File: config.mk
export PLATFORM = sky130hd
export DESIGN_NAME = rasterTop
export DESIGN_NICKNAME = d
export VERILOG_FILES = /design/src/logic/geomPkg.sv /design/src/logic/renderPkg.sv /design/src/logic/scanCtrlIf.sv /design/src/logic/rasterTop.sv /design/src/logic/memCommandOut.sv /design/src/logic/scanPosition.sv /design/src/logic/renderSequencer.sv
export SDC_FILE = /design/constraint.sdc
export NUM_CORES = 1
export LEC_CHECK = 0
export BUFFER_PORTS_ARGS = -buffer_cell sky130_fd_sc_hd__buf_2
export CAP_MARGIN = 20
export CELL_PAD_IN_SITES_DETAIL_PLACEMENT = 1
export CELL_PAD_IN_SITES_GLOBAL_PLACEMENT = 2
export CORE_UTILIZATION = 37
export DETAILED_ROUTE_END_ITERATION = 12
export GPL_ROUTABILITY_DRIVEN = 0
export GPL_TIMING_DRIVEN = 0
export PLACE_DENSITY_LB_ADDON = 0.12
export REMOVE_ABC_BUFFERS = 1
export SYNTH_ARGS = -nofsm -noshare
export SYNTH_HDL_FRONTEND = slang
export SYNTH_HIERARCHICAL = 1
export SYNTH_SLANG_ARGS = --single-unit
File: constraint.sdc
create_clock -name i_clk -period 18.6 [get_ports i_clk]
set_input_delay 1.86 -clock i_clk [delete_from_list [all_inputs] [get_ports i_clk]]
set_output_delay 1.86 -clock i_clk [all_outputs]
set_load 0.02 [all_outputs]
File: src/logic/geomPkg.sv
// VRAM geometry types; coordinates are 10 bit and lines hold 512 pixel pairs
`default_nettype none

package geomPkg;

	// ----------------------------------------
	// Pixel and address types
	// ----------------------------------------
	typedef logic [9:0]  coord_t;    // X or Y pixel coordinate
	typedef logic [14:0] color_t;    // 5:5:5 BGR
	typedef logic [18:0] vramAddr_t; // Pair address in VRAM

	// One VRAM line is 1024 pixels stored as pairs
	localparam int VRAM_PAIRS_PER_LINE = 512;

	// Address of the pair that holds pixel (x, y)
	// Pair index is X halved, line stride in pairs
	// 19 bits cover 1024 lines of 512 pairs
	// Odd X maps to the same pair as X minus one

endpackage

`default_nettype wire

File: src/logic/renderPkg.sv
// Render FSM state and scan select encodings; values are shared by sequencer and scan counter
`default_nettype none

package renderPkg;

	// ----------------------------------------
	// Sequencer states
	// ----------------------------------------
	typedef enum logic [2:0] {
		IDLE           = 3'd0, // Waiting for a start strobe
		FILL_START     = 3'd1, // Empty check and position load
		FILL_LINE      = 3'd2, // One fill command per segment
		RECT_START     = 3'd3, // Zero size check and position load
		RECT_SCAN_LINE = 3'd4, // Pair scan under consumer request
		FLUSH_COMPLETE = 3'd5  // Wait for memory and command drain
	} renderState_t;

	// Next X choice, only applied with loadNext
	typedef enum logic [1:0] {
		X_ASIS = 2'd0,
		X_LEFT = 2'd1, // Left edge aligned to segment or pair
		X_NEXT = 2'd2  // Step by segment or by pair
	} selX_t;

	// Next Y choice
	typedef enum logic [1:0] {
		Y_ASIS  = 2'd0,
		Y_START = 2'd1,
		Y_NEXT  = 2'd2
	} selY_t;

	typedef enum logic {
		CMD_FILL = 1'b0, // Segment fill with full mask
		CMD_PAIR = 1'b1  // Pixel pair write with per pixel mask
	} cmdKind_t;

endpackage

`default_nettype wire
File: src/logic/scanCtrlIf.sv
// Position control between render FSM and scan counter; selects only take effect with loadNext
`default_nettype none
`timescale 1ns/1ps

interface scanCtrlIf
	import renderPkg::*, geomPkg::*;
();

	// Sequencer to scan counter
	logic   loadNext;     // Apply selX and selY this cycle
	selX_t  selX;
	selY_t  selY;
	logic   isFill;       // Segment step instead of pair step

	// Scan counter feedback
	logic   lastSegment;  // Current segment reaches right edge
	logic   endVertical;  // On last line
	logic   insideBottom; // Y not past last line
	logic   pairInside;   // Pair left X at or before right edge
	logic   insideL;
	logic   insideR;
	coord_t curX;
	coord_t curY;

	modport sequencer (
		output loadNext, selX, selY, isFill,
		input  lastSegment, endVertical, insideBottom, pairInside, insideL, insideR
	);

	modport scan (
		input  loadNext, selX, selY, isFill,
		output lastSegment, endVertical, insideBottom, pairInside, insideL, insideR, curX, curY
	);

endinterface

`default_nettype wire

File: src/logic/rasterTop.sv
// Fill and rectangle rasterizer top; all inputs except the strobes must hold between starts
`default_nettype none
`timescale 1ns/1ps

module rasterTop
	import renderPkg::*, geomPkg::*;
#(
	parameter int FILL_SEGMENT = 8           // Pixels per fill command
) (
	input  logic       i_clk,
	input  logic       i_rst,
	input  logic       i_startFill,
	input  logic       i_startRect,
	input  coord_t     i_x0,
	input  coord_t     i_y0,
	input  coord_t     i_width,
	input  coord_t     i_height,
	input  color_t     i_color,
	input  logic       i_checkMask,
	input  logic [1:0] i_stencil,
	input  logic       i_fifoAccept,
	input  logic       i_requestNextPixel,
	input  logic       i_memBusy,
	output logic       o_cmdValid,
	output cmdKind_t   o_cmdKind,
	output vramAddr_t  o_cmdAddr,
	output color_t     o_cmdColor,
	output logic [1:0] o_writeMask,
	output logic       o_flush,
	output logic       o_renderInactiveNextCycle
);

	scanCtrlIf  ctrl ();
	logic       issue, inFlight;
	cmdKind_t   kind;
	logic [1:0] mask;

	renderSequencer uSequencer (
		.i_clk(i_clk), .i_rst(i_rst), .i_startFill(i_startFill), .i_startRect(i_startRect),
		.i_width(i_width), .i_height(i_height), .i_checkMask(i_checkMask),
		.i_stencil(i_stencil), .i_fifoAccept(i_fifoAccept),
		.i_requestNextPixel(i_requestNextPixel), .i_memBusy(i_memBusy), .i_inFlight(inFlight),
		.ctrl(ctrl), .o_issue(issue), .o_kind(kind), .o_mask(mask), .o_flush(o_flush),
		.o_renderInactiveNextCycle(o_renderInactiveNextCycle)
	);

	scanPosition #(.FILL_SEGMENT(FILL_SEGMENT)) uScan (
		.i_clk(i_clk), .i_rst(i_rst), .i_x0(i_x0), .i_y0(i_y0),
		.i_width(i_width), .i_height(i_height), .ctrl(ctrl)
	);

	// Command takes the position the FSM decided on
	memCommandOut uCmdOut (
		.i_clk(i_clk), .i_rst(i_rst), .i_issue(issue), .i_kind(kind), .i_mask(mask),
		.i_x(ctrl.curX), .i_y(ctrl.curY), .i_color(i_color), .o_inFlight(inFlight),
		.o_cmdValid(o_cmdValid), .o_cmdKind(o_cmdKind), .o_cmdAddr(o_cmdAddr),
		.o_cmdColor(o_cmdColor), .o_writeMask(o_writeMask)
	);

endmodule

`default_nettype wire

File: src/logic/memCommandOut.sv
// Command output register; valid doubles as the in-flight flag and fill always writes both pixels
`default_nettype none
`timescale 1ns/1ps

module memCommandOut
	import renderPkg::*, geomPkg::*;
(
	input  logic       i_clk,
	input  logic       i_rst,
	input  logic       i_issue,
	input  cmdKind_t   i_kind,
	input  logic [1:0] i_mask,
	input  coord_t     i_x,
	input  coord_t     i_y,
	input  color_t     i_color,
	output logic       o_inFlight,
	output logic       o_cmdValid,
	output cmdKind_t   o_cmdKind,
	output vramAddr_t  o_cmdAddr,
	output color_t     o_cmdColor,
	output logic [1:0] o_writeMask
);

	vramAddr_t pairAddr;

	// Line stride in pairs plus X halved
	assign pairAddr = vramAddr_t'(i_y) * vramAddr_t'(VRAM_PAIRS_PER_LINE) + vramAddr_t'(i_x >> 1);

	always_ff @(posedge i_clk) begin
		if (i_rst)
			o_cmdValid <= 1'b0;
		else
			o_cmdValid <= i_issue;            // One cycle after the FSM decision
	end

	// Payload
	always_ff @(posedge i_clk) begin
		if (i_issue) begin
			o_cmdKind   <= i_kind;
			o_cmdAddr   <= pairAddr;
			o_cmdColor  <= i_color;
			o_writeMask <= (i_kind == CMD_FILL) ? 2'b11 : i_mask;
		end
	end

	assign o_inFlight = o_cmdValid;

	pairMaskNonZero: assert property (@(posedge i_clk) disable iff (i_rst)
		(o_cmdValid && o_cmdKind == CMD_PAIR) |-> (o_writeMask != 2'b00))
		else $error("Pair command with empty write mask");

endmodule

`default_nettype wire

File: src/logic/scanPosition.sv
// Scan X/Y counter; FILL_SEGMENT must be a power of two and the area must end inside 1024x1024
`default_nettype none
`timescale 1ns/1ps

module scanPosition
	import renderPkg::*, geomPkg::*;
#(
	parameter int FILL_SEGMENT = 8
) (
	input  logic    i_clk,
	input  logic    i_rst,
	input  coord_t  i_x0,
	input  coord_t  i_y0,
	input  coord_t  i_width,
	input  coord_t  i_height,
	scanCtrlIf.scan ctrl
);

	localparam coord_t SEG_MASK = ~coord_t'(FILL_SEGMENT - 1);

	logic [10:0] posX, posY;         // One extra bit so stepping past 1023 does not wrap
	logic [10:0] leftEdge, rightEdge, lastLine;
	logic [10:0] alignedLeft, stepX, pairRight;
	logic [11:0] segEnd;

	// ----------------------------------------
	// Held geometry
	// ----------------------------------------
	assign leftEdge  = {1'b0, i_x0};
	assign rightEdge = {1'b0, i_x0} + {1'b0, i_width} - 11'd1;  // Inclusive
	assign lastLine  = {1'b0, i_y0} + {1'b0, i_height} - 11'd1;

	// Segment aligned for fill, even pixel for pairs
	assign alignedLeft = ctrl.isFill ? {1'b0, i_x0 & SEG_MASK} : {1'b0, i_x0[9:1], 1'b0};
	assign stepX       = ctrl.isFill ? 11'(FILL_SEGMENT) : 11'd2;

	always_ff @(posedge i_clk) begin
		if (i_rst) begin
			posX <= '0;
			posY <= '0;
		end else if (ctrl.loadNext) begin
			case (ctrl.selX)
				X_LEFT:  posX <= alignedLeft;
				X_NEXT:  posX <= posX + stepX;
				default: posX <= posX;
			endcase
			case (ctrl.selY)
				Y_START: posY <= {1'b0, i_y0};
				Y_NEXT:  posY <= posY + 11'd1;
				default: posY <= posY;
			endcase
		end
	end

	// ----------------------------------------
	// Bound flags from registered position
	// ----------------------------------------
	assign segEnd    = {1'b0, posX} + 12'(FILL_SEGMENT); // First X after segment
	assign pairRight = posX + 11'd1;

	assign ctrl.lastSegment  = segEnd > {1'b0, rightEdge};
	assign ctrl.endVertical  = posY == lastLine;
	assign ctrl.insideBottom = posY <= lastLine;
	assign ctrl.pairInside   = posX <= rightEdge;
	assign ctrl.insideL      = (posX >= leftEdge) && (posX <= rightEdge);
	assign ctrl.insideR      = (pairRight >= leftEdge) && (pairRight <= rightEdge);
	assign ctrl.curX         = posX[9:0];
	assign ctrl.curY         = posY[9:0];

	// Sequencer only steps Y from a line inside the area
	yStepInside: assert property (@(posedge i_clk) disable iff (i_rst)
		(ctrl.loadNext && ctrl.selY == Y_NEXT) |-> (posY <= lastLine))
		else $error("Y stepped from beyond last line");

endmodule

`default_nettype wire

File: src/logic/renderSequencer.sv
// Fill and rectangle render FSM; starts are sampled in IDLE only and geometry must stay steady
`default_nettype none
`timescale 1ns/1ps

module renderSequencer
	import renderPkg::*, geomPkg::*;
(
	input  logic         i_clk,
	input  logic         i_rst,
	input  logic         i_startFill,
	input  logic         i_startRect,
	input  coord_t       i_width,
	input  coord_t       i_height,
	input  logic         i_checkMask,
	input  logic [1:0]   i_stencil,          // Bit 0 left pixel, bit 1 right pixel
	input  logic         i_fifoAccept,
	input  logic         i_requestNextPixel,
	input  logic         i_memBusy,
	input  logic         i_inFlight,
	scanCtrlIf.sequencer ctrl,
	output logic         o_issue,
	output cmdKind_t     o_kind,
	output logic [1:0]   o_mask,
	output logic         o_flush,
	output logic         o_renderInactiveNextCycle
);

	renderState_t currState, nextState;
	logic         emptyArea;
	logic [1:0]   pairMask;

	always_ff @(posedge i_clk) begin
		if (i_rst)
			currState <= IDLE;
		else
			currState <= nextState;
	end

	assign emptyArea = (i_width == '0) || (i_height == '0);

	// Pixel written if inside and stencil clear when checking
	assign pairMask[0] = ctrl.insideL & (~i_checkMask | ~i_stencil[0]);
	assign pairMask[1] = ctrl.insideR & (~i_checkMask | ~i_stencil[1]);

	assign ctrl.isFill = (currState == FILL_START) || (currState == FILL_LINE);
	assign o_kind      = ctrl.isFill ? CMD_FILL : CMD_PAIR;
	assign o_mask      = pairMask;

	always_comb begin
		nextState     = currState;
		ctrl.loadNext = 1'b0;
		ctrl.selX     = X_ASIS;
		ctrl.selY     = Y_ASIS;
		o_issue       = 1'b0;
		o_flush       = 1'b0;
		case (currState)
			IDLE: begin
				if (i_startFill)
					nextState = FILL_START;
				else if (i_startRect)
					nextState = RECT_START;
			end
			// ----------------------------------------
			// Fill
			// ----------------------------------------
			FILL_START: begin
				if (emptyArea) begin
					nextState = IDLE;          // Rejected without flush
				end else begin
					ctrl.loadNext = 1'b1;
					ctrl.selX     = X_LEFT;
					ctrl.selY     = Y_START;
					nextState     = FILL_LINE;
				end
			end
			FILL_LINE: begin
				if (i_fifoAccept) begin        // Hold everything while FIFO refuses
					o_issue = 1'b1;
					if (ctrl.lastSegment) begin
						if (ctrl.endVertical) begin
							nextState = IDLE;      // Fill ends without flush
						end else begin
							ctrl.loadNext = 1'b1;
							ctrl.selX     = X_LEFT;
							ctrl.selY     = Y_NEXT;
						end
					end else begin
						ctrl.loadNext = 1'b1;
						ctrl.selX     = X_NEXT;
					end
				end
			end
			// ----------------------------------------
			// Rectangle
			// ----------------------------------------
			RECT_START: begin
				if (emptyArea) begin
					nextState = IDLE;
				end else begin
					ctrl.loadNext = 1'b1;
					ctrl.selX     = X_LEFT;
					ctrl.selY     = Y_START;
					nextState     = RECT_SCAN_LINE;
				end
			end
			RECT_SCAN_LINE: begin
				if (!ctrl.insideBottom) begin
					nextState = FLUSH_COMPLETE;
				end else if (ctrl.pairInside) begin
					if (i_requestNextPixel) begin
						o_issue       = |pairMask; // Fully masked pair is skipped
						ctrl.loadNext = 1'b1;
						ctrl.selX     = X_NEXT;
					end
				end else begin
					ctrl.loadNext = 1'b1;        // Wrap to next line
					ctrl.selX     = X_LEFT;
					ctrl.selY     = Y_NEXT;
				end
			end
			FLUSH_COMPLETE: begin
				if (!i_memBusy && !i_inFlight) begin
					o_flush   = 1'b1;
					nextState = IDLE;
				end
			end
			default: nextState = IDLE;
		endcase
	end

	assign o_renderInactiveNextCycle = (currState != IDLE) && (nextState == IDLE);

	issueInScanState: assert property (@(posedge i_clk) disable iff (i_rst)
		o_issue |-> (currState == FILL_LINE) || (currState == RECT_SCAN_LINE))
		else $error("Command issued outside a scan state");

	noLoadInIdle: assert property (@(posedge i_clk) disable iff (i_rst)
		(currState == IDLE) |-> !ctrl.loadNext)
		else $error("Position load while idle");

endmodule

`default_nettype wire

==> results.py <==
metrics = {
    "global_route": {
        "grt_max_degree": 27,
        "grt_pass1_vias": 4551,
        "grt_overflow": 0,
        "grt_usage_pct": 19.5,
        "antenna_found_initial": 0,
        "grt_pass1_wl_um": 22900,
    },
    "critical_path": {
        "worstRegToRegCells": 20,
        "crit_path_end_kind": "output pin",
        "crit_type": "in2out",
        "r2r-end": "uScan/posX[7]",
        "r2r_slack_ps": 13280,
        "r2r_start": "uScan/posX[3]",
        "start_kind": "primary input",
        "critPathArrivalTime_ps": 6150,
        "critPathRequiredTime_ps": 16740,
        "crit_path_max_fanout": 5,
    },
    "floorplanning": {
        "core_area_um2": 14500,
        "initial_core_util_pct": 37.9,
        "dieArea_um2": 15400,
        "ios": 105,
        "die_h_um": 124,
        "die_w_um": 124,
        "num_rows": 44,
    },
    "pwr": {
        "clock_power_share_pct": 29.4,
        "p_seq_share_pct": 33.6,
        "swShare_pct": 36.0,
        "power.internal_uw": 335,
        "pwr-share-comb_pct": 37.0,
        "ir_worst_vdd_uv": 38.5,
        "power_switching_uw": 189,
        "total_leakage_power_uw": 0.00299,
        "p_per_area_nw_per_um2": 82.6,
    },
    "worst_hold_path": {
        "holdPathStages": 0,
        "worstHoldStart": "uScan/posY[6]",
        "holdPathEnd": "uCmdOut/o_cmdAddr[15]",
        "hold_class": "reg2reg",
    },
    "clock_tree": {
        "h-tree-depth": 3,
        "cts_tree": "yes",
        "clk_pin_slew_ps": 60,
        "clk_latency_ps": 330,
        "clk_path_buf_depth": 2,
        "post_cts_resize_count": 0,
        "post_cts_buffers": 0,
        "postCtsHoldBufs": 0,
        "cts_made_buffers": 9,
        "cts_root_buffer": "clkbuf_16",
        "cts.sinks": 62,
    },
    "drt": {
        "via_per_inst": 5.23,
        "postRouteAntennaNets": 0,
        "wl_per_cell_um": 16.0,
        "drc": 0,
        "drt_wl_total_um": 14400,
        "dr.pass1.iters": 4,
        "vias": 4689,
        "drt_iter0_drc": 159,
    },
    "yosys": {
        "netlist_instances": 634,
        "syn_area_per_cell_um2": 8.70,
        "syn_area_um2": 5520,
        "yosysWarningCount": 6,
    },
    "timing": {
        "setup_slack_ps": 10590,
        "min_period_ps": 8010,
        "fin_setup_tns_ps": 0,
        "setup_viol": 0,
        "relSlewSlack_pct": 42.6,
        "slew_viol_final": 0,
        "clock_skew_ps": 7.27,
        "rsz0062_at_grt": "false",
        "finalHoldViolations": 0,
        "fmax_mhz": 125,
        "min_period_over_period_pct": 43.0,
        "worst_pin_slew_ps": 859,
    },
    "cells_and_area": {
        "fin_nets": 865,
        "fin_area_um2": 6340,
        "final_util_pct": 43.6,
        "mostFrequentLayoutCells": "buf_2 (104), inv_1 (101), ha_1 (90)",
        "n_antenna_cell": 0,
        "layout_commonest_cell": "buf_2",
        "drive_above_1_share_pct": 19.1,
        "area_growth_syn_to_layout_pct": 14.9,
    },
    "placement": {
        "hpwl_um": 11600,
        "place_area_um2": 6060,
        "dp_slack_ps": 10530,
        "io_buffers": 104,
    },
    "outcome": {
        "outcome": "finished, final reports clean",
    },
    "run": {
        "maxCapViolations": 0,
    },
}
## through the flow
stage	power (uW)	hold WS, ps	cells
after floorplan	313	452	591
after global placement	364	497	879
after detailed placement	373	504	880
after CTS	531	514	896
after global routing	564	527	897
final	524	508	897
## routing by layer
| layer | global-route usage, % | vias to the layer above | wire length [um] |
|---|---|---|---|
| met4 | 4.69 | 0 | 44 |
| met1 | 27.5 | 2226 | 7330 |
| met5 | 0 | - | 0 |
| li1 | - | 2358 | - |
| met3 | 3.11 | 4 | 588 |
| met2 | 30.9 | 101 | 6400 |
## power groups by stage
stage / sequential, uW / clock (uW) / combinational [uW]
2_1_floorplan: 183 / 0 / 131
3_3_place_gp: 180 / 0 / 183
3_5_place_dp: 179 / 0 / 193
4_1_cts: 177 / 160 / 195
5_1_grt: 178 / 165 / 221
6_report: 176 / 154 / 194
## layout make-up
cell class | count | area [um2]
flip-flops and latches | 62 | 1610
repair buffers | 106 | 548
inverters | 101 | 379
well taps | 184 | 230
clock buffers | 12 | 246
clock inverters | 4 | 22.5
multi-input cells | 428 | 3300
fillers | 1743 | 8200
## worst max-delay path, cell delays in order
cell       delay, ps
buf_2             70
inv_1             90
ha_1             300
inv_1             40
ha_1             350
and3_4           210
a2111oi_4        440
o21ai_0          140
nand2_1          160
xor2_1           260
ha_1             300
nand3_1          100
nor3_1            40
a21oi_1          140
o22ai_1          140
maj3_2           310
maj3_2           300
o31ai_1          150
nand4_1          170
o211ai_1         180
o211a_1          210
buf_2            170
## sequential cells by signal (all words and copies together), names as in the netlist
name and count:
uCmdOut/o_writeMask 2, uScan/posY 11, uSequencer/currState 3, uScan/posX 10, uCmdOut/o_cmdAddr 19, uCmdOut/o_cmdColor 15, uCmdOut/o_cmdKind 1, uCmdOut/o_cmdValid 1
## how the worst max path moves through the flow
| stage | startpoint | endpoint | slack (ps) | cells past startpoint |
|---|---|---|---|---|
| floorplan | i_x0[1] | uCmdOut/o_cmdValid | 9870 | 23 |
| global placement | i_x0[1] | uCmdOut/o_cmdValid | 7730 | 24 |
| detailed placement | i_x0[1] | uScan/posX[7] | 10530 | 29 |
| CTS | i_x0[5] | o_renderInactiveNextCycle | 10590 | 22 |
| global route | i_x0[4] | o_renderInactiveNextCycle | 10340 | 22 |
| finish | i_x0[5] | o_renderInactiveNextCycle | 10590 | 22 |
(Power assumes the default switching activity.)
